[src/hw/obi_xbar_pkg.sv]
/*
 * OBI bus request and response structs, crossbar sizes,
 * address rule type and the system address map
 */
package obi_xbar_pkg;

  // Crossbar sizes
  localparam int unsigned NMASTER     = 3;
  localparam int unsigned NSLAVE      = 3;
  localparam int unsigned LOG_NSLAVE  = 2;
  localparam int unsigned LOG_NMASTER = 2;

  // Slave port indices
  localparam int unsigned RAM0_IDX  = 0;
  localparam int unsigned RAM1_IDX  = 1;
  localparam int unsigned ERROR_IDX = 2;

  // SRAM bank geometry, 1 KiB per bank
  localparam int unsigned BANK_WORDS = 256;
  localparam int unsigned BANK_AW    = 8;

  // Address map, end addresses are exclusive
  localparam logic [31:0] RAM0_BASE = 32'h0000_0000;
  localparam logic [31:0] RAM1_BASE = 32'h0000_0400;
  localparam logic [31:0] RAM_END   = 32'h0000_0800;

  // One rule per SRAM bank, everything else falls to the error slave
  localparam int unsigned NRULES = 2;

  // Master to slave request
  typedef struct packed {
    logic        req;
    logic        we;
    logic [3:0]  be;
    logic [31:0] addr;
    logic [31:0] wdata;
  } obi_req_t;

  // Slave to master response
  typedef struct packed {
    logic        gnt;
    logic        rvalid;
    logic [31:0] rdata;
  } obi_resp_t;

  // Address range mapped to one slave port
  typedef struct packed {
    logic [LOG_NSLAVE-1:0] idx;
    logic [31:0]           start_addr;
    logic [31:0]           end_addr;
  } addr_rule_t;

  localparam addr_rule_t [NRULES-1:0] XBAR_ADDR_RULES = '{
    0: '{
      idx:        LOG_NSLAVE'(RAM0_IDX),
      start_addr: RAM0_BASE,
      end_addr:   RAM1_BASE
    },
    1: '{
      idx:        LOG_NSLAVE'(RAM1_IDX),
      start_addr: RAM1_BASE,
      end_addr:   RAM_END
    }
  };

endpackage : obi_xbar_pkg

[src/hw/addr_decode.sv]
/*
 * Address decoder mapping a bus address to a slave port index
 */
`timescale 1ns/1ps

module addr_decode
  import obi_xbar_pkg::*;
(
  input  logic [31:0]                  addr_i,
  input  addr_rule_t [NRULES-1:0]      addr_map_i,
  input  logic [LOG_NSLAVE-1:0]        default_idx_i,
  output logic [LOG_NSLAVE-1:0]        idx_o
);

  // Walk the rules from last to first so the lowest matching rule wins
  always_comb begin
    idx_o = default_idx_i;
    for (int r = int'(NRULES) - 1; r >= 0; r--) begin
      if ((addr_i >= addr_map_i[r].start_addr) && (addr_i < addr_map_i[r].end_addr)) begin
        idx_o = addr_map_i[r].idx;
      end
    end
  end

endmodule : addr_decode

[src/hw/rr_arbiter.sv]
/*
 * Round-robin arbiter for one slave port of the crossbar
 */
`timescale 1ns/1ps

module rr_arbiter
  import obi_xbar_pkg::*;
(
  input  logic               clk_i,
  input  logic               rst_n_i,
  input  logic [NMASTER-1:0] req_i,
  output logic [NMASTER-1:0] gnt_o
);

  logic [LOG_NMASTER-1:0] ptr_q;
  logic [LOG_NMASTER-1:0] win_idx;
  logic                   found;

  // Cyclic search for the first requester, starting at the pointer
  always_comb begin
    gnt_o   = '0;
    win_idx = '0;
    found   = 1'b0;
    for (int unsigned k = 0; k < NMASTER; k++) begin
      int unsigned cand;
      cand = (int'(ptr_q) + k) % NMASTER;
      if (!found && req_i[cand]) begin
        found       = 1'b1;
        win_idx     = LOG_NMASTER'(cand);
        gnt_o[cand] = 1'b1;
      end
    end
  end

  // Pointer moves just past the master that won
  always_ff @(posedge clk_i) begin
    if (!rst_n_i) begin
      ptr_q <= '0;
    end else if (found) begin
      if (win_idx == LOG_NMASTER'(NMASTER - 1)) begin
        ptr_q <= '0;
      end else begin
        ptr_q <= win_idx + 1'b1;
      end
    end
  end

endmodule : rr_arbiter

[src/hw/system_xbar.sv]
/*
 * System crossbar with one address decoder per master port
 */
`timescale 1ns/1ps

module system_xbar
  import obi_xbar_pkg::*;
(
  input  logic                    clk_i,
  input  logic                    rst_n_i,
  input  obi_req_t  [NMASTER-1:0] master_req_i,
  output obi_resp_t [NMASTER-1:0] master_resp_o,
  output obi_req_t  [NSLAVE-1:0]  slave_req_o,
  input  obi_resp_t [NSLAVE-1:0]  slave_resp_i
);

  logic [NMASTER-1:0][LOG_NSLAVE-1:0] port_sel;
  logic [NMASTER-1:0]                 master_req;

  // Unmapped addresses go to the error slave
  for (genvar m = 0; m < NMASTER; m++) begin : gen_addr_decoders
    addr_decode u_addr_decode (
      .addr_i        (master_req_i[m].addr),
      .addr_map_i    (XBAR_ADDR_RULES),
      .default_idx_i (LOG_NSLAVE'(ERROR_IDX)),
      .idx_o         (port_sel[m])
    );
    assign master_req[m] = master_req_i[m].req;
  end

  xbar u_xbar (
    .clk_i      (clk_i),
    .rst_n_i    (rst_n_i),
    .req_i      (master_req),
    .port_sel_i (port_sel),
    .mreq_i     (master_req_i),
    .mresp_o    (master_resp_o),
    .sreq_o     (slave_req_o),
    .sresp_i    (slave_resp_i)
  );

endmodule : system_xbar

[src/hw/xbar.sv]
/*
 * Crossbar core with one arbiter and request mux per slave
 * and registered response routing per master
 */
`timescale 1ns/1ps

module xbar
  import obi_xbar_pkg::*;
(
  input  logic                                 clk_i,
  input  logic                                 rst_n_i,
  input  logic [NMASTER-1:0]                   req_i,
  input  logic [NMASTER-1:0][LOG_NSLAVE-1:0]   port_sel_i,
  input  obi_req_t [NMASTER-1:0]               mreq_i,
  output obi_resp_t [NMASTER-1:0]              mresp_o,
  output obi_req_t [NSLAVE-1:0]                sreq_o,
  input  obi_resp_t [NSLAVE-1:0]               sresp_i
);

  // Per slave, which masters want it and which one won
  logic [NSLAVE-1:0][NMASTER-1:0] slave_reqs;
  logic [NSLAVE-1:0][NMASTER-1:0] arb_gnt;

  logic [NMASTER-1:0]                 master_gnt;
  logic [NMASTER-1:0]                 valid_q;
  logic [NMASTER-1:0][LOG_NSLAVE-1:0] sel_q;

  always_comb begin
    for (int unsigned s = 0; s < NSLAVE; s++) begin
      for (int unsigned m = 0; m < NMASTER; m++) begin
        slave_reqs[s][m] = req_i[m] && (port_sel_i[m] == LOG_NSLAVE'(s));
      end
    end
  end

  for (genvar s = 0; s < NSLAVE; s++) begin : gen_arbiters
    rr_arbiter u_rr_arbiter (
      .clk_i   (clk_i),
      .rst_n_i (rst_n_i),
      .req_i   (slave_reqs[s]),
      .gnt_o   (arb_gnt[s])
    );
  end

  // Forward the winning request, idle slaves see an all-zero request
  always_comb begin
    for (int unsigned s = 0; s < NSLAVE; s++) begin
      sreq_o[s] = '0;
      for (int unsigned m = 0; m < NMASTER; m++) begin
        if (arb_gnt[s][m]) begin
          sreq_o[s] = mreq_i[m];
        end
      end
      sreq_o[s].req = |arb_gnt[s];
    end
  end

  // Master is granted when its arbiter picks it and the slave accepts
  always_comb begin
    master_gnt = '0;
    for (int unsigned m = 0; m < NMASTER; m++) begin
      for (int unsigned s = 0; s < NSLAVE; s++) begin
        if (arb_gnt[s][m] && sresp_i[s].gnt) begin
          master_gnt[m] = 1'b1;
        end
      end
    end
  end

  always_ff @(posedge clk_i) begin
    if (!rst_n_i) begin
      valid_q <= '0;
    end else begin
      valid_q <= master_gnt;
    end
  end

  // Remember which slave answers next cycle
  always_ff @(posedge clk_i) begin
    for (int unsigned m = 0; m < NMASTER; m++) begin
      if (master_gnt[m]) begin
        sel_q[m] <= port_sel_i[m];
      end
    end
  end

  // Slave rvalid is not used, valid comes from the registered grant
  for (genvar m = 0; m < NMASTER; m++) begin : gen_resp
    assign mresp_o[m].gnt    = master_gnt[m];
    assign mresp_o[m].rvalid = valid_q[m];
    assign mresp_o[m].rdata  = sresp_i[sel_q[m]].rdata;
  end

endmodule : xbar

[config.mk]
export PLATFORM = sky130hd
export DESIGN_NAME = system_xbar
export DESIGN_NICKNAME = d
export VERILOG_FILES = /design/src/hw/obi_xbar_pkg.sv /design/src/hw/addr_decode.sv /design/src/hw/rr_arbiter.sv /design/src/hw/system_xbar.sv /design/src/hw/xbar.sv
export SDC_FILE = /design/constraint.sdc
export NUM_CORES = 1
export LEC_CHECK = 0
export BUFFER_PORTS_ARGS = -buffer_cell sky130_fd_sc_hd__buf_2
export CORE_AREA = 2 2 242 244
export CTS_CLUSTER_SIZE = 12
export DETAILED_ROUTE_END_ITERATION = 12
export DIE_AREA = 0 0 244 246
export SYNTH_ARGS = -nofsm -noshare
export SYNTH_HDL_FRONTEND = slang
export SYNTH_SLANG_ARGS = --single-unit
[constraint.sdc]
create_clock -name clk_i -period 4.55 [get_ports clk_i]
set_input_delay 0.455 -clock clk_i [delete_from_list [all_inputs] [get_ports clk_i]]
set_output_delay 0.455 -clock clk_i [all_outputs]
set_load 0.03 [all_outputs]
After elaboration in Yosys (flattened, before gate mapping)
Cells that the tools add are included.
- $add $sub $neg: 9
- multiply operators: 0
- div/mod/pow operators: 9
- $lt $le $gt $ge: 33
- eq/ne operators: 9
- shifts and indexed selects: 0
- mux-type cells: 96
- bitwise operators: 6
- reductions and logical operators: 51
- operators by type and width (kind ; count):
    $mux 69 ; 9
    $ge 32x1->1 const B ; 12
    $lt 32x3->1 const B ; 9
    $bmux 34 s2 ; 3
    $mod 32x2->32 const B ; 6
    $ge 32x11->1 const B ; 3
    $lt 32x11->1 const B ; 3
    $lt 32x12->1 const B ; 3
    $mod 2x2->32 const B ; 3
    $mux 32 ; 3
    $logic_and 1x1->1 ; 39
    $mux 1 ; 36
    $mux 2 ; 18
    $mux 3 ; 9
    $bmux 1 s2 ; 9
    $demux 1 s2 ; 9
    $or 3x3->3 ; 6
    $eq 2x2->1 const B ; 6
    $add 2x1->3 const B ; 3
    $add 2x2->3 const B ; 3
    $lt 2x3->1 const B ; 3
    $reduce_or 3->1 ; 3
    $add 2x1->2 const B ; 3
    $eq 2x1->1 const B ; 3
    2 further kinds ; 9
- register bits: 15
- latch bits: 0
- memory bits (writable): 0
- bits in read-only memories: 0
- input port bits: 314
- output and inout port bits: 312
- memories: 0

Longest topological paths before layout
- depth in word-level cells: 19
- mapped depth: 13

Modules after synthesis
A second synthesis with hierarchy kept.
- cells, all modules: 2733
- area, all modules: 18964.4 um^2
- by module, submodules not included (module ; times used ; cells an instance ; area an instance (um^2)):
    addr_decode ; 3 ; 451 ; 3195.6
    xbar ; 1 ; 1204 ; 8086.5
    rr_arbiter ; 3 ; 58 ; 427.9
    system_xbar ; 1 ; 2 ; 7.5

Least setup slack after synthesis
OpenSTA, ideal clock, no wires.
- path type: input port to output port
- from: in master_req_i[114] (netlist bit)
- to: out slave_req_o[83] (netlist bit)
- arrival: 3172 ps
- setup slack: 923 ps
- stages: 10
- path buffers: 1
- path through: or4_1 > nor4_1 > nand2_1 > or4_1 > a31oi_1 > or3_1 > buf_4 > and4_1 > a21oi_1 > o21ai_0
- RTL lines (element ; line ; source):
    from (decl) ; system_xbar.sv:11 ; input obi_req_t [NMASTER-1:0] master_req_i,
    to (decl) ; system_xbar.sv:13 ; output obi_req_t [NSLAVE-1:0] slave_req_o,

==> metrics.md <==
| Metric | Value |
|---|---|
| Status | `complete, no violations` |
| Setup ws final | `282.4 ps` |
| Clock skew | `7.959 ps` |
| Synthesized area | `8818 um2` |
| Largest net degree at the start of global routing | `67` |
| R2r endpoint | `u_xbar.sel_q[1]` |
| Min-Delay Path Depth | `2` |
| Net Count, Synth | `1912` |
| Num ports | `626` |
| Post-synthesis area per instance | `5.560 um2` |
| Post-synth top area share | `12.43%` |
| Arrival time worst endpoint | `3810 ps` |
| Synth area leaders | `nand3_1 12%, nand2_1 11%, mux2i_1 11%, a21oi_1 11%, o21ai_0 7.8%` |
| Tmin final | `4268 ps` |
| CP startpoint kind | `primary input` |
| Worst skew pair latency | `260 ps` |
| Worst min path class | `register to register` |
| Setup CP Type | `primary input to output pin` |
| Final nets | `2458` |
| Final Non-Filler Cells | `2903` |
| Number of cells on the worst reg-to-reg path | `10` |
| Drt initial violations | `1137` |
| Routed wire per std cell | `21.11 um` |
| Drt drc | `0` |
| Hold Path Sink | `u_xbar.gen_arbiters[2].u_rr_arbiter.ptr_q[1]` |
| WP data required | `4090 ps` |
| Critical Path End Type | `output pin` |
| Count leader, synth | `nand2_1` |
| Detailed placement HPWL | `48.77 mm` |
| Warnings from Yosys | `0` |
| Initial antenna violation count | `14` |
| PD cells | `168.3 nW/um2` |
| Hold Crit Start | `u_xbar.gen_arbiters[2].u_rr_arbiter.ptr_q[1]` |
| TNS Setup | `0 ps` |
| DP Cell Count | `2892` |
| WL final | `61.29 mm` |
| Pre-CTS WS | `315.5 ps` |
| I/O Buffers | `622` |
| R2R Setup Slk | `1130 ps` |
| # rows | `88` |
| EDFF count, synth | `6` |
| Clock buffer depth | `2` |
| Slew @ Worst Pin | `1048 ps` |
| CTS H-tree lvls | `1` |
| Overall die width | `244 um` |
| DIE AREA | `60020 um2` |
| Sequential share of the synthesized area | `4.086%` |
| Total CTS buffers | `3` |
| Initial Utilization | `15.37%` |
| Tcrit/Tclk final | `93.79%` |
| Yosys top cell by area | `nand3_1` |
| Worst-path clk slew | `50 ps` |
| Number of global-route vias before repair | `13470` |
| Routability-driven placement congestion ratio | `0.9351` |
| Slew Viols, Final | `0` |
| Worst r2r src | `u_xbar.gen_arbiters[1].u_rr_arbiter.ptr_q[1]` |
| Clock tree sinks | `15` |
| RSZ-0062 raised after global routing | `no` |
| Main synth FF type | `dfxtp_1` |
| Worst IR Drop VDD | `0.1182 mV` |
| Final global-route overflow total | `0` |
| Static leakage | `6.402 nW` |
| Max_cap viols | `0` |
| TritonCTS clock tree | `built` |
| Via density | `5.076` |
| First-pass GRT wire length | `87.46 mm` |
| Endpoints failing setup | `0` |
| Gr usage total | `18.95%` |
| Vias | `14740` |
| Setup Fix Bufs, Post-CTS | `0` |
| Final hold vios | `0` |
| Area grow syn2layout | `49.76%` |
| Fmax | `0.2343 GHz` |
| Clock Tree Root | `clkbuf_16` |
| Gate Count Post-Synth | `1586` |
| Post-route ant nets | `0` |
| Core area | `57370 um2` |
| Die Y | `246 um` |
| DR pass1 iterations | `6` |
| Critical-path maximum fanout | `30` |
| Async S/R FF share, synth | `0%` |
| Final Power | `2.223 mW` |
| Library cells used by synthesis | `65` |
| Fillers | `6614` |
| Register bit total from synthesis | `15` |
| Commonest cells post-synth | `262 x nand2_1, 219 x nand3_1, 188 x a21oi_1` |
| Layout cells sized above 1 | `35.10%` |
| Slew Limit Headroom | `29.80%` |
repair_timing:
item | in CTS | in global routing
endpoints found under the setup margin | 0 | 2
resized for setup | 0 | 2
hold buffers | 0 | 0
hold endpoints to repair | 0 | 0
power breakdown:
group          internal, mW  switching (mW)  total [mW]
Sequential            0.146         0.00343       0.150
Clock                 0.118          0.0658       0.184
Combinational         0.568            1.32        1.89
state kept, by name, summed over array words and instances (netlist names):
name and count:
u_xbar.valid_q 3, u_xbar.sel_q 6, u_xbar.gen_arbiters.u_rr_arbiter.ptr_q 6
worst max-delay path: stages:
cell and delay, ps:
buf_2 140, nor4_2 590, and3_1 320, nand3_2 230, or4_1 610, a31oi_1 170, or3_2 170, buf_12 190
nor2b_4 200, buf_4 260, nand3_1 100, nand3_1 100, buf_2 260
final cells by class:
type / instances / area [um2] / area share, %
clock inverter: 1 / 5.005 / 0.03790
inverter: 20 / 75.07 / 0.5685
multi-input combinational: 1387 / 7730 / 58.53
tap: 765 / 957.2 / 7.248
antenna: 7 / 17.52 / 0.1326
timing repair buffer: 705 / 3986 / 30.18
clock buffer: 3 / 75.07 / 0.5685
sequential: 15 / 360.3 / 2.729
kinds of logic (layout without fill, tap and decap cells):
kind of cell               count (synthesis)  count (layout)  share of synthesized area (%)
other                                      0               7                              0
buffers and inverters                    184             729                          9.449
and+or+nand+nor                          777             777                          42.15
DFF                                       15              15                          4.086
AOI/OAI and AO/OA                        495             495                          30.89
adders and majority gates                 15              15                          2.043
muxes                                    100             100                          11.38
worst max-delay path by stage:
stage / start / to / slack [ps] / depth (start not counted)
finish: master_req_i[184] / slave_req_o[128] / 280 / 13
global route: master_req_i[114] / slave_req_o[128] / 30 / 13
CTS: master_req_i[194] / slave_req_o[128] / 300 / 13
detailed placement: master_req_i[194] / slave_req_o[128] / 320 / 13
global placement: master_req_i[194] / slave_req_o[128] / 320 / 13
floorplan: master_req_i[114] / slave_req_o[83] / 920 / 10
metrics by stage:
step,util (%),area (um2),hold WS (ps)
after global placement,22.83,13100,499.4
after global routing,23.02,13210,562.1
after detailed placement,22.83,13100,507.7
after floorplan,-,8818,469.0
after CTS,22.97,13180,516.2
final,23.02,13210,515.0
routing by layer:
metal / global-route usage, % / wire, um / vias up
met3: 2.985 / 5121 / 171
met1: 23.19 / 23890 / 6753
met4: 8.662 / 3030 / 2
met5: 0 / 11 / -
met2: 32.53 / 29230 / 970
li1: - / - / 6840
cells in the final DEF (no fill, tap or decap), types with 3 or more instances in the layout:
cell type    n
or4_1        5
nand3_1    218
nand3_2      3
nor4_1      12
o22ai_1      7
o21ai_1     50
nor4_2       7
nor2b_1     34
and3_1      19
diode_2      7
maj3_1       3
a31oi_1     71
buf_4       63
nand2b_1     3
and2_1       8
nor2b_2      3
inv_1       19
o32a_1       3
mux2i_1     98
o21ai_0    138
and4_1      22
dfxtp_1      9
a21oi_1    187
or3_1        6
edfxtp_1     6
a22oi_1      6
buf_12      20
ha_1        12
nand4_1     15
nor3_1      18
nand2_1    260
buf_2      622
clkbuf_16    3
nor2_1     126
No activity file was read; power rests on OpenSTA's default activity.
