[src/hw/obi_xbar_pkg.sv]
/*
 * OBI bus request and response structs, crossbar sizes,
 * address rule type and the system address map
 */
package obi_xbar_pkg;

  // Crossbar sizes
  localparam int unsigned NMASTER     = 3;
  localparam int unsigned NSLAVE      = 3;
  localparam int unsigned LOG_NSLAVE  = 2;
  localparam int unsigned LOG_NMASTER = 2;

  // Slave port indices
  localparam int unsigned RAM0_IDX  = 0;
  localparam int unsigned RAM1_IDX  = 1;
  localparam int unsigned ERROR_IDX = 2;

  // SRAM bank geometry, 1 KiB per bank
  localparam int unsigned BANK_WORDS = 256;
  localparam int unsigned BANK_AW    = 8;

  // Address map, end addresses are exclusive
  localparam logic [31:0] RAM0_BASE = 32'h0000_0000;
  localparam logic [31:0] RAM1_BASE = 32'h0000_0400;
  localparam logic [31:0] RAM_END   = 32'h0000_0800;

  // One rule per SRAM bank, everything else falls to the error slave
  localparam int unsigned NRULES = 2;

  // Master to slave request
  typedef struct packed {
    logic        req;
    logic        we;
    logic [3:0]  be;
    logic [31:0] addr;
    logic [31:0] wdata;
  } obi_req_t;

  // Slave to master response
  typedef struct packed {
    logic        gnt;
    logic        rvalid;
    logic [31:0] rdata;
  } obi_resp_t;

  // Address range mapped to one slave port
  typedef struct packed {
    logic [LOG_NSLAVE-1:0] idx;
    logic [31:0]           start_addr;
    logic [31:0]           end_addr;
  } addr_rule_t;

  localparam addr_rule_t [NRULES-1:0] XBAR_ADDR_RULES = '{
    0: '{
      idx:        LOG_NSLAVE'(RAM0_IDX),
      start_addr: RAM0_BASE,
      end_addr:   RAM1_BASE
    },
    1: '{
      idx:        LOG_NSLAVE'(RAM1_IDX),
      start_addr: RAM1_BASE,
      end_addr:   RAM_END
    }
  };

endpackage : obi_xbar_pkg

[src/hw/error_slave.sv]
/*
 * Error slave that answers with the faulting address
 */
`timescale 1ns/1ps

module error_slave
  import obi_xbar_pkg::*;
(
  input  logic      clk_i,
  input  logic      rst_n_i,
  input  obi_req_t  req_i,
  output obi_resp_t resp_o
);

  logic [31:0] addr_q;
  logic        rvalid_q;

  // Writes are dropped, only the address is kept
  always_ff @(posedge clk_i) begin
    if (req_i.req) begin
      addr_q <= req_i.addr;
    end
  end

  always_ff @(posedge clk_i) begin
    if (!rst_n_i) begin
      rvalid_q <= 1'b0;
    end else begin
      rvalid_q <= req_i.req;
    end
  end

  assign resp_o.gnt    = req_i.req;
  assign resp_o.rvalid = rvalid_q;
  assign resp_o.rdata  = addr_q;

endmodule : error_slave

[config.mk]
export PLATFORM = sky130hd
export DESIGN_NAME = error_slave
export DESIGN_NICKNAME = d
export VERILOG_FILES = /design/src/hw/obi_xbar_pkg.sv /design/src/hw/error_slave.sv
export SDC_FILE = /design/constraint.sdc
export NUM_CORES = 1
export LEC_CHECK = 0
export ABC_AREA = 1
export BUFFER_PORTS_ARGS = -buffer_cell sky130_fd_sc_hd__buf_2
export CAP_MARGIN = 20
export CORE_AREA = 2 2 61 63
export CTS_CLUSTER_SIZE = 30
export DETAILED_ROUTE_END_ITERATION = 8
export DIE_AREA = 0 0 63 65
export GPL_TIMING_DRIVEN = 0
export HOLD_SLACK_MARGIN = 0.15
export PLACE_DENSITY_LB_ADDON = 0.12
export SLEW_MARGIN = 0
export SYNTH_ARGS = -nofsm -noshare
export SYNTH_HDL_FRONTEND = slang
export SYNTH_SLANG_ARGS = --single-unit
[constraint.sdc]
create_clock -name clk_i -period 0.8 [get_ports clk_i]
set_clock_uncertainty 0.1 [all_clocks]
set_input_delay 0.16 -clock clk_i [delete_from_list [all_inputs] [get_ports clk_i]]
set_output_delay 0.16 -clock clk_i [all_outputs]
set_load 0.1 [all_outputs]
# Word level (Yosys, flattened, before mapping)
# Cells that the tools add are included.
totals:
  reg_bits: 33
  latch_bits: 0
  mem_bits_rw: 0
  rom_bits: 0
  inputBits: 72
  out_inout_bits: 34
  word_cells: 2
  memories: 0
classes:
  addsub: 0
  n_mul: 0
  n_div: 0
  order_cmp: 0
  eq_ne: 0
  n_shift: 0
  mux: 0
  bitwise: 0
  reduce_logical: 0

# Longest topological paths before layout
# Gate-level depths: netlist (run 1).
depth:
  depth_word: 0
  ltp_mapped: 2
  ltp_nobuf: 2

# Worst setup path before layout (run 1)
# No wires, ideal clock.
synth_timing:
  path_type: "reg-to-output"
  from: "reg addr_q[0]"
  to: "out resp_o[0] (netlist bit)"
  t_arrival_ps: 904
  required_ps: 540
  setup_slack_ps: -364
  stages_incl_launch_ff: 1
  cell_sequence: "edfxtp_1"
synth_rtl:
  columns: ["item", "line_no", "text"]
  rows:
  - ["from (decl)", "error_slave.sv:15", "logic [31:0] addr_q;"]
  - ["from (signal assigned)", "error_slave.sv:21", "addr_q <= req_i.addr;"]
  - ["to (decl)", "error_slave.sv:12", "output obi_resp_t resp_o"]
# No word-level cell between the ends.

# Worst setup path after layout (run 1)
layout_timing:
  from: "reg addr_q[8]"
  to: "out resp_o[8] (netlist bit)"
# No word-level cell between the ends.

==> summary.txt, run 1 <==
Layout
  – Multi-input combinational cell area: 3.754 sq um
  – Antenna Cells: 0
  – # nets final: 212
  – Number of standard cells in the layout, taps in and fillers out: 189
  – Fraction of final layout cells with drive strength greater than 1: 0.5177
  – Post-route cell area: 2044 sq um
  – Area taken by flip-flops and latches: 982.2 sq um
  – Area grow syn2layout: 103.7%
  – Fill cell count: 294

Detailed routing
  – Pre-antenna DRT Iters: 3
  – Overall routed net length: 2347 microns
  – Initial DRC count: 3
  – DRC violation count after routing: 0
  – Via Count: 740
  – Number of nets with antenna violations after routing: 0
  – Wire per inst: 12.42 microns
  – Via count normalized by instance count: 3.915

Setup path
  – Cell-by-cell listing of the critical path: buf_6
  – Kind of end point of the critical path: output port
  – Levels on crit path: 1
  – Standard cell with the maximum stage delay on the critical path: sky130_fd_sc_hd__edfxtp_1
  – Bufs and invs on worst path: 1
  – CP startpoint kind: flop
  – CP top delay family: flip-flops
  – Req. time, crit path: 0.54 ns
  – Data arrival at the endpoint of the critical path: 0.95 ns
  – Stage delay of the slowest cell on the critical path: 0.42 ns
  – Path type of the worst setup path: reg2out
  – Launching element of the worst setup path: addr_q[8]
  – Worst setup endpoint: resp_o[8]
  – Critical path peak fanout: 1

STA
  – Final worst-path cycle share: 1.514
  – Number of setup violations in the final report: 58
  – RSZ-0062 raised after global routing: yes
  – Count of pins over their slew limit: 0
  – Transition time at the pin with the least slew margin: 0.2109 ns
  – Endpoints failing hold: 0
  – Max Freq: 0.8256 GHz
  – Headroom to the max-slew limit: 0.8597
  – Minimum period implied by the final worst setup slack: 1.211 ns
  – Worst path setup slack after routing: -0.4113 ns

Floorplan
  – Width of the chip: 63 microns
  – Core Footprint: 3496 sq um
  – Effective utilization at floorplan: 0.2870
  – Die area: 4095 sq um
  – Top-level I/O count: 106
  – Count of standard-cell rows: 22
  – Die span in y: 65 microns

Global routing
  – Via count of the first global-routing pass: 773
  – Number of antenna violations at the first check in global routing: 0
  – Pin count of the biggest net entering global routing: 35
  – Overall routing resource usage: 0.1211
  – Wire length of the first global-routing pass: 3615 microns
  – Overflow after GRT: 0

Synth
  – Summed instance area of the synthesized netlist: 1003 sq um
  – Synth Warn #: 0
  – Net count after synthesis: 109
  – Fraction of the yosys area taken by sequential cells: 0.9776
  – Netlist cell types: 5
  – Number of storage elements in the synthesis netlist: 33
  – Avg Inst Size Synth: 27.12 sq um
  – Gate count after technology mapping: 37

Place
  – Port buffer count: 68
  – Weighted congestion reported at the end of routability-driven placement: 0.6366
  – Number of cells in the design after placement: 153
  – Worst Setup Slack post-DPL: -0.8594 ns
  – Area after detailed placement: 1408 sq um

Status
  – Failing checks: setup timing
  – Result of the run: finished, violations left

Power
  – Total Power: 0.004532 W
  – Power density over cell area: 2217 nW/um^2
  – IR drop worst, VDD: 1.067 mV
  – Pleak: 0.8657 nW

CTS
  – Longest Clk Path Bufs: 2
  – Number of buffers created by CTS: 5
  – Clk Tree Root Cell: sky130_fd_sc_hd__clkbuf_4
  – Clock tree sinks: 33
  – Clock transition at the registers of the reported paths: 0.10 ns
  – Clock tree from TritonCTS: built
  – H-tree level count: 2

Job
  – Number of max-cap violations: 0

Worst hold path
  – HP Class: in2reg
## power breakdown
group	internal (W)	switching (W)
logic	0.000446	0.00110
clock network	0.000334	0.000541
registers	0.00205	0.0000609
total	0.00283	0.00171
## repair_timing
action	in CTS	in global routing
setup endpoints to repair	66	41
hold buffers	30	3
endpoints found under the hold margin	65	21
gates resized for setup	79	2
setup buffers	0	1
gates cloned	0	1
## final cells by class
type,instances,share of cell area
flip-flops and latches,33,0.4804
well taps,48,0.02938
repair buffers,97,0.4559
inverters,1,0.001836
multi-input cells,1,0.001836
clock buffers,6,0.02020
plain buffers,1,0.005508
clock inverters,2,0.004896
## sequential cells by signal (all words and copies together), names as in the netlist
register and flops:
addr_q 32, rvalid_q 1
## synth_stat cells
cell,instances,area [sq um]
sky130_fd_sc_hd__nand2_1,1,3.750
sky130_fd_sc_hd__inv_1,1,3.750
sky130_fd_sc_hd__buf_4,2,15.01
sky130_fd_sc_hd__dfxtp_1,1,20.02
sky130_fd_sc_hd__edfxtp_1,32,960.9
## worst min path at each step
| stage | depth (start not counted) | start | end | slack [ns] |
|---|---|---|---|---|
| 6_report | 3 | req_i[69] | rvalid_q | 0.01 |
| 3_3_place_gp | 1 | req_i[54] | addr_q[22] | 0.24 |
| 5_1_grt | 1 | req_i[69] | addr_q[20] | -0.002 |
| 2_1_floorplan | 2 | req_i[69] | rvalid_q | 0.15 |
| 3_5_place_dp | 1 | req_i[61] | addr_q[29] | 0.24 |
| 4_1_cts | 1 | req_i[39] | addr_q[7] | -0.11 |
## through the flow
stage                     setup TNS, ns  utilization  hold WS [ns]
after floorplan                  -11.65            -        0.1535
after global placement           -20.04       0.4026        0.2373
after detailed placement         -21.54       0.4026        0.2381
after CTS                        -13.20       0.5737       -0.1054
after global routing             -14.18       0.5848     -0.002418
final                            -12.76       0.5848       0.01217
## routing by layer
layer	vias up	track usage	wire [microns]
met1	339	0.1110	780
met4	0	0.06667	76
li1	346	-	-
met2	47	0.2194	1294
met3	8	0.05729	196
met5	-	0	0
## cell families (layout without fill, tap and decap cells)
group                  after synthesis  in the layout  synth area share
buffers and inverters                3            107           0.01870
DFF                                 33             33            0.9776
and+or+nand+nor                      1              1          0.003737
## placed cells by master, fill, tap and decap left out
master                           count
sky130_fd_sc_hd__dfxtp_2             1
sky130_fd_sc_hd__buf_12              2
sky130_fd_sc_hd__dlymetal6s4s_1      1
sky130_fd_sc_hd__clkinv_2            2
sky130_fd_sc_hd__buf_16              1
sky130_fd_sc_hd__buf_2              27
sky130_fd_sc_hd__buf_4               1
sky130_fd_sc_hd__buf_6              32
sky130_fd_sc_hd__clkbuf_1            1
sky130_fd_sc_hd__edfxtp_1           32
sky130_fd_sc_hd__inv_1               1
sky130_fd_sc_hd__dlygate4sd3_1      32
sky130_fd_sc_hd__buf_8               1
sky130_fd_sc_hd__clkbuf_4            5
sky130_fd_sc_hd__nand2_1             1
sky130_fd_sc_hd__clkbuf_16           1
Power figures use the tool's default switching activity.
==> run 2, diff against run 1 <==
--- a/config.mk
+++ b/config.mk
@@ -5,7 +5,6 @@
 export SDC_FILE = /design/constraint.sdc
 export NUM_CORES = 1
 export LEC_CHECK = 0
-export ABC_AREA = 1
 export BUFFER_PORTS_ARGS = -buffer_cell sky130_fd_sc_hd__buf_2
 export CAP_MARGIN = 20
 export CORE_AREA = 2 2 61 63
==> constraint.sdc (replaced) <==
create_clock -name clk_i -period 0.8 [get_ports clk_i]
set_clock_uncertainty 0.1 [all_clocks]
set_input_delay 0.04 -clock clk_i [delete_from_list [all_inputs] [get_ports clk_i]]
set_output_delay 0.04 -clock clk_i [all_outputs]
set_load 0.1 [all_outputs]
==> run 2 against run 1 <==
Effect of this change:
- the flow finishes with violations (hold timing, setup timing)
- design area fell by 0.98%
- synthesized cell count fell by 2.7%
- clock-buffer cell count fell by 1
- fmax rose by 11%
- sequential cell count did not move
- largest cell class unchanged
==> summary.txt, run 2 <==
Floorplan
  – Count of standard-cell rows: 22 (unchanged)
  – Core Footprint: 3496 sq um (unchanged)
  – Effective utilization at floorplan: 0.2867 (was 0.2870)
  – Die span in y: 65 microns (unchanged)
  – Die area: 4095 sq um (unchanged)
  – Width of the chip: 63 microns (unchanged)
  – Top-level I/O count: 106 (unchanged)

CTS
  – Clk Tree Root Cell: sky130_fd_sc_hd__clkbuf_4 (unchanged)
  – Clock tree from TritonCTS: built (unchanged)
  – Clock transition at the registers of the reported paths: 0.10 ns (about the same)
  – Post-CTS setup-driven buffer insertion count: 0 (unchanged)
  – Clock tree sinks: 33 (unchanged)
  – Longest Clk Path Bufs: 2 (unchanged)
  – H-tree level count: 2 (unchanged)
  – Number of buffers created by CTS: 5 (unchanged)
  – Cts hold-fix bufs: 33 (was 30)

Detailed routing
  – Via Count: 755 (was 740)
  – Via count normalized by instance count: 3.932 (was 3.915)
  – Initial DRC count: 19 (was 3)
  – Wire per inst: 11.85 microns (was 12.42 microns)
  – Pre-antenna DRT Iters: 4 (was 3)
  – Number of nets with antenna violations after routing: 0 (unchanged)
  – DRC violation count after routing: 0 (unchanged)
  – Overall routed net length: 2276 microns (was 2347 microns)

Setup path
  – CP startpoint kind: flop (unchanged)
  – Path type of the worst setup path: reg2out (unchanged)
  – Data arrival at the endpoint of the critical path: 0.95 ns (about the same)
  – Kind of end point of the critical path: output port (unchanged)
  – Req. time, crit path: 0.66 ns (was 0.54 ns)
  – Stage delay of the slowest cell on the critical path: 0.41 ns (was 0.42 ns)
  – Critical path peak fanout: 1 (unchanged)
  – Cell-by-cell listing of the critical path: buf_6 (unchanged)
  – CP top delay family: flip-flops (unchanged)
  – Bufs and invs on worst path: 1 (unchanged)
  – Standard cell with the maximum stage delay on the critical path: sky130_fd_sc_hd__edfxtp_1 (unchanged)

Place
  – Area after detailed placement: 1403 sq um (was 1408 sq um)
  – Worst Setup Slack post-DPL: -0.6035 ns (was -0.8594 ns)
  – Weighted congestion reported at the end of routability-driven placement: 0.6827 (was 0.6366)
  – Port buffer count: 68 (unchanged)

Synth
  – Top cell type's share of synthesized area: 0.9588 (was 0.9576)
  – Gate count after technology mapping: 36 (was 37)
  – Fraction of synthesis flops using an asynchronous set or reset pin: 0 (unchanged)
  – Number of enable flip-flop cells after synthesis: 32 (unchanged)
  – Top cells by instance count after synthesis: sky130_fd_sc_hd__edfxtp_1, sky130_fd_sc_hd__buf_4, sky130_fd_sc_hd__and2_1, sky130_fd_sc_hd__dfxtp_1 (was sky130_fd_sc_hd__edfxtp_1, sky130_fd_sc_hd__buf_4, sky130_fd_sc_hd__dfxtp_1, sky130_fd_sc_hd__inv_1, sky130_fd_sc_hd__nand2_1)
  – Synth Warn #: 0 (unchanged)
  – Number of storage elements in the synthesis netlist: 33 (unchanged)
  – Cell type contributing the most total cell area after synthesis: sky130_fd_sc_hd__edfxtp_1 (unchanged)
  – Summed instance area of the synthesized netlist: 1002 sq um (was 1003 sq um)
  – Most frequent cell after synthesis: sky130_fd_sc_hd__edfxtp_1 (unchanged)
  – Synth area leaders: sky130_fd_sc_hd__edfxtp_1, sky130_fd_sc_hd__dfxtp_1, sky130_fd_sc_hd__buf_4 (unchanged)
  – Net count after synthesis: 108 (was 109)
  – Fraction of the yosys area taken by sequential cells: 0.9788 (was 0.9776)
  – Avg Inst Size Synth: 27.84 sq um (was 27.12 sq um)
  – Dominant synthesized flop cell: sky130_fd_sc_hd__edfxtp_1 (unchanged)
  – Netlist cell types: 4 (was 5)

Layout
  – Largest registers: addr_q (32), rvalid_q (1) (unchanged)
  – Leading cell types in the layout, fill and taps excluded: sky130_fd_sc_hd__dlygate4sd3_1, sky130_fd_sc_hd__buf_2, sky130_fd_sc_hd__edfxtp_1 (was sky130_fd_sc_hd__buf_6, sky130_fd_sc_hd__edfxtp_1, sky130_fd_sc_hd__dlygate4sd3_1)
  – Register with the highest flop count: addr_q (unchanged)
  – Area grow syn2layout: 102.0% (was 103.7%)
  – Post-route cell area: 2024 sq um (was 2044 sq um)
  – Util after Layout: 0.5791 (was 0.5848)
  – Largest register FFs: 32 (unchanged)
  – # nets final: 215 (was 212)
  – Area taken by flip-flops and latches: 982.2 sq um (unchanged)
  – Antenna Cells: 0 (unchanged)
  – Fill cell count: 289 (was 294)
  – Multi-input combinational cell area: 6.256 sq um (was 3.754 sq um)
  – Fraction of final layout cells with drive strength greater than 1: 0.5278 (was 0.5177)

Status
  – Result of the run: finished, violations left (unchanged)
  – Failing checks: hold timing, setup timing (was setup timing)

Global routing
  – Via count of the first global-routing pass: 789 (was 773)
  – Overflow after GRT: 0 (unchanged)
  – Pin count of the biggest net entering global routing: 35 (unchanged)
  – Number of antenna violations at the first check in global routing: 0 (unchanged)
  – Wire length of the first global-routing pass: 3491 microns (was 3615 microns)
  – Overall routing resource usage: 0.1175 (was 0.1211)

Job
  – Number of max-cap violations: 0 (unchanged)

Power
  – Sequential share of power: 0.470 (was 0.465)
  – IR drop worst, VDD: 1.311 mV (was 1.067 mV)
  – Power density over cell area: 2217 nW/um^2 (about the same)
  – Share of power burned in the clock network: 0.187 (was 0.193)
  – Net switching power figure: 0.001688 W (was 0.001705 W)
  – Internal power: 0.002800 W (was 0.002827 W)
  – Combinational group share of total power: 0.343 (was 0.342)
  – Pleak: 0.8489 nW (was 0.8657 nW)
  – Switching Share: 0.3762 (was 0.3763)

STA
  – Transition time at the pin with the least slew margin: 0.2068 ns (was 0.2109 ns)
  – Minimum period implied by the final worst setup slack: 1.087 ns (was 1.211 ns)
  – Worst path setup slack after routing: -0.2873 ns (was -0.4113 ns)
  – Number of setup violations in the final report: 33 (was 58)
  – RSZ-0062 raised after global routing: yes (unchanged)
  – Worst-case hold slack: -0.05499 ns (was 0.01217 ns)
  – Headroom to the max-slew limit: 0.8624 (was 0.8597)
  – Endpoints failing hold: 33 (was 0)
  – Count of pins over their slew limit: 0 (unchanged)
  – Max Freq: 0.9197 GHz (was 0.8256 GHz)
  – Final worst-path cycle share: 1.359 (was 1.514)

Worst hold path
  – HP Class: in2reg (unchanged)
[run 2: changes by cell type in the layout (fill, tap and decap cells not counted), moves of 2 or more]
cell / previous run / this run
sky130_fd_sc_hd__buf_2: 27 / 33
sky130_fd_sc_hd__buf_6: 32 / 30
sky130_fd_sc_hd__buf_8: 1 / 3
sky130_fd_sc_hd__clkinv_1: 0 / 2
[run 2: path summary, 6_finish.rpt]
check	startpoint	endpoint	slack, ns	cells after the start
max	addr_q[30]	resp_o[30]	-0.29	1
min	req_i[69]	addr_q[15]	-0.05	1
[run 2: cells by family after synthesis]
| family | count (synthesis) | share of synthesized area |
|---|---|---|
| flops | 33 | 0.9788 |
| simple gates | 1 | 0.006246 |
| buf+inv | 2 | 0.01498 |
[run 2: cell type report]
cell class,count,share of cell area
Buffer,1,0.003708
Clock buffer,5,0.01854
Clock inverter,3,0.006180
Multi-Input combinational cell,1,0.003090
Sequential cell,33,0.4852
Tap cell,48,0.02967
Timing Repair Buffer,101,0.4536
[run 2: power by group through the flow]
stage	combinational (W)	clock [W]	sequential, W
3_5_place_dp	0.00124	0	0.00211
3_3_place_gp	0.00123	0	0.00211
6_report	0.00154	0.000839	0.00211
4_1_cts	0.00153	0.000875	0.00211
5_1_grt	0.00157	0.000946	0.00213
2_1_floorplan	0.0000487	0	0.00307
[run 2: per-stage QoR]
step / instances / setup TNS, ns / total power, W
final: 192 / -8.355 / 0.004489
after global routing: 192 / -10.01 / 0.004644
after CTS: 192 / -9.047 / 0.004511
after detailed placement: 152 / -12.96 / 0.003350
after global placement: 152 / -11.85 / 0.003344
after floorplan: 36 / -7.809 / 0.003118
[run 2: per-layer routing]
metal  vias up  GRT usage  wire length, microns
met5         -          0                     0
met4         0    0.06111                    67
met3         7    0.05729                   194
met2        46     0.2274                  1277
met1       348    0.09567                   738
li1        354          -                     -
[run 2: repair_timing]
action,in CTS,in global routing
hold endpoints to repair,65,33
gates cloned,0,0
pin swaps,0,0
endpoints found under the setup margin,34,34
gates resized for setup,74,4
==> run 3, diff against run 2 <==
--- a/config.mk
+++ b/config.mk
@@ -5,8 +5,8 @@
 export SDC_FILE = /design/constraint.sdc
 export NUM_CORES = 1
 export LEC_CHECK = 0
-export BUFFER_PORTS_ARGS = -buffer_cell sky130_fd_sc_hd__buf_2
-export CAP_MARGIN = 20
+export BUFFER_PORTS_ARGS = -buffer_cell sky130_fd_sc_hd__clkbuf_2
+export CAP_MARGIN = 30
 export CORE_AREA = 2 2 61 63
 export CTS_CLUSTER_SIZE = 30
 export DETAILED_ROUTE_END_ITERATION = 8
==> run 3 against run 2 <==
Effect of this change:
- the flow still finishes with violations (hold timing, setup timing)
- combinational power rose by 6%
- clock power rose by 2.6%
- die area did not move
- critical endpoint is now resp_o[7]
==> summary.txt, run 3 (synthesized netlist as in run 2, its figures left out) <==
Status
  – Result of the run: finished, violations left (unchanged)
  – Failing checks: hold timing, setup timing (unchanged)

Setup path
  – Data arrival at the endpoint of the critical path: 0.94 ns (was 0.95 ns)
  – CP startpoint kind: flop (unchanged)
  – Standard cell with the maximum stage delay on the critical path: sky130_fd_sc_hd__edfxtp_1 (unchanged)
  – Req. time, crit path: 0.66 ns (about the same)
  – Bufs and invs on worst path: 1 (unchanged)
  – Kind of end point of the critical path: output port (unchanged)
  – Path type of the worst setup path: reg2out (unchanged)
  – CP top delay family: flip-flops (unchanged)
  – Stage delay of the slowest cell on the critical path: 0.42 ns (was 0.41 ns)
  – Critical path peak fanout: 1 (unchanged)
  – Cell-by-cell listing of the critical path: buf_8 (was buf_6)

Worst hold path
  – HP Class: in2reg (unchanged)
  – HP Start: req_i[69] (unchanged)
  – Hold worst-path end: addr_q[29] (was addr_q[15])
  – Worst hold path depth: 1 (unchanged)

Floorplan
  – Effective utilization at floorplan: 0.2867 (unchanged)
  – Die span in y: 65 microns (unchanged)
  – Die area: 4095 sq um (unchanged)
  – Width of the chip: 63 microns (unchanged)
  – Core Footprint: 3496 sq um (unchanged)
  – Count of standard-cell rows: 22 (unchanged)
  – Top-level I/O count: 106 (unchanged)

Detailed routing
  – Pre-antenna DRT Iters: 4 (unchanged)
  – Overall routed net length: 2180 microns (was 2276 microns)
  – Initial DRC count: 24 (was 19)
  – Via Count: 732 (was 755)
  – Number of nets with antenna violations after routing: 0 (unchanged)
  – Wire per inst: 11.35 microns (was 11.85 microns)
  – DRC violation count after routing: 0 (unchanged)
  – Via count normalized by instance count: 3.813 (was 3.932)

Layout
  – Largest register FFs: 32 (unchanged)
  – Largest registers: addr_q (32), rvalid_q (1) (unchanged)
  – Area grow syn2layout: 114.2% (was 102.0%)
  – Antenna Cells: 0 (unchanged)
  – Register with the highest flop count: addr_q (unchanged)
  – Fraction of final layout cells with drive strength greater than 1: 0.5208 (was 0.5278)
  – Leading cell types in the layout, fill and taps excluded: sky130_fd_sc_hd__dlygate4sd3_1, sky130_fd_sc_hd__clkbuf_2, sky130_fd_sc_hd__edfxtp_1 (was sky130_fd_sc_hd__dlygate4sd3_1, sky130_fd_sc_hd__buf_2, sky130_fd_sc_hd__edfxtp_1)
  – Fill cell count: 264 (was 289)
  – # nets final: 215 (unchanged)
  – Post-route cell area: 2147 sq um (was 2024 sq um)
  – Util after Layout: 0.6142 (was 0.5791)

Global routing
  – Global-route track usage on met2: 0.2035 (was 0.2274)
  – Overflow after GRT: 0 (unchanged)
  – Overall routing resource usage: 0.1112 (was 0.1175)
  – Wire length of the first global-routing pass: 3339 microns (was 3491 microns)
  – Grt peak-use layer: met2 (unchanged)
  – Number of antenna violations at the first check in global routing: 0 (unchanged)
  – GR Util met3: 0.05729 (unchanged)
  – Met1 GRT Util: 0.09740 (was 0.09567)
  – Pin count of the biggest net entering global routing: 35 (unchanged)
  – Via count of the first global-routing pass: 771 (was 789)

CTS
  – Number of buffers created by CTS: 5 (unchanged)
  – Cts hold-fix bufs: 33 (unchanged)
  – H-tree level count: 2 (unchanged)
  – Clk Tree Root Cell: sky130_fd_sc_hd__clkbuf_4 (unchanged)
  – Clock tree sinks: 33 (unchanged)
  – Clock transition at the registers of the reported paths: 0.10 ns (about the same)
  – Clock tree from TritonCTS: built (unchanged)
  – Post-CTS setup-driven buffer insertion count: 0 (unchanged)
  – Longest Clk Path Bufs: 2 (unchanged)

Place
  – Port buffer count: 68 (unchanged)
  – Weighted congestion reported at the end of routability-driven placement: 0.6846 (was 0.6827)
  – Worst Setup Slack post-DPL: -0.6879 ns (was -0.6035 ns)
  – Area after detailed placement: 1403 sq um (unchanged)

STA
  – Worst-case hold slack: -0.03005 ns (was -0.05499 ns)
  – Final worst-path cycle share: 1.349 (was 1.359)
  – Worst path setup slack after routing: -0.2788 ns (was -0.2873 ns)
  – Transition time at the pin with the least slew margin: 0.2021 ns (was 0.2068 ns)
  – Count of pins over their slew limit: 0 (unchanged)
  – Endpoints failing hold: 32 (was 33)
  – Number of setup violations in the final report: 33 (unchanged)
  – Total negative setup slack: -8.598 ns (was -8.355 ns)
  – Max Freq: 0.9269 GHz (was 0.9197 GHz)
  – RSZ-0062 raised after global routing: yes (unchanged)
  – Headroom to the max-slew limit: 0.8656 (was 0.8624)
  – Minimum period implied by the final worst setup slack: 1.079 ns (was 1.087 ns)

Power
  – Share of power burned in the clock network: 0.186 (was 0.187)
  – Net switching power figure: 0.001699 W (was 0.001688 W)
  – Combinational group share of total power: 0.353 (was 0.343)
  – Sequential share of power: 0.461 (was 0.470)
  – IR drop worst, VDD: 0.9422 mV (was 1.311 mV)
  – Switching Share: 0.3673 (was 0.3762)
  – Power density over cell area: 2154 nW/um^2 (was 2217 nW/um^2)
  – Pleak: 0.8999 nW (was 0.8489 nW)
  – Internal power: 0.002926 W (was 0.002800 W)

Job
  – Number of max-cap violations: 0 (unchanged)
==> run 3: changes by cell type in the layout (fill, tap and decap cells not counted), sizes merged <==
cell / previous run / this run
clkbuf: 5 / 43
clkinv: 3 / 0
buf: 69 / 34
==> run 3: layout make-up <==
class | count | area (sq um) | area share
multi-input cells | 1 | 6.256 | 0.002914
plain buffers | 1 | 7.507 | 0.003497
well taps | 48 | 60.06 | 0.02797
repair buffers | 101 | 1042 | 0.4854
clock buffers | 8 | 48.80 | 0.02273
flip-flops and latches | 33 | 982.2 | 0.4575
==> run 3: power groups by stage <==
stage | Sequential [W] | Combinational (W) | Clock [W]
after detailed placement | 0.00212 | 0.00123 | 0
after global placement | 0.00212 | 0.00123 | 0
after global routing | 0.00215 | 0.00167 | 0.000990
after CTS | 0.00210 | 0.00158 | 0.000890
after floorplan | 0.00307 | 0.0000487 | 0
final | 0.00213 | 0.00163 | 0.000861
==> run 3: what timing repair did <==
item | CTS | global route
resized for setup | 74 | 33
gates cloned | 0 | 0
setup endpoints to repair | 49 | 33
endpoints found under the hold margin | 65 | 33
==> run 3: worst max path at each step <==
stage	to	cells past startpoint	slack, ns	start
after floorplan	resp_o[0]	0	-0.24	addr_q[0]
after global placement	resp_o[33]	3	-0.66	req_i[69]
after detailed placement	resp_o[33]	3	-0.69	req_i[69]
after CTS	resp_o[26]	1	-0.32	addr_q[26]
after global routing	resp_o[28]	1	-0.33	addr_q[28]
final	resp_o[7]	1	-0.28	addr_q[7]
==> run 3: layer usage <==
metal	routed length (microns)	vias up	part of all wire
met5	0	-	0
met4	83	0	0.038
met3	183	9	0.084
met2	1140	48	0.52
met1	772	321	0.35
li1	-	354	-
==> run 3: per-stage QoR <==
step	total power [W]	std cells
after CTS	0.004567	192
final	0.004625	192
after global placement	0.003346	152
after floorplan	0.003118	36
after detailed placement	0.003351	152
after global routing	0.004804	192
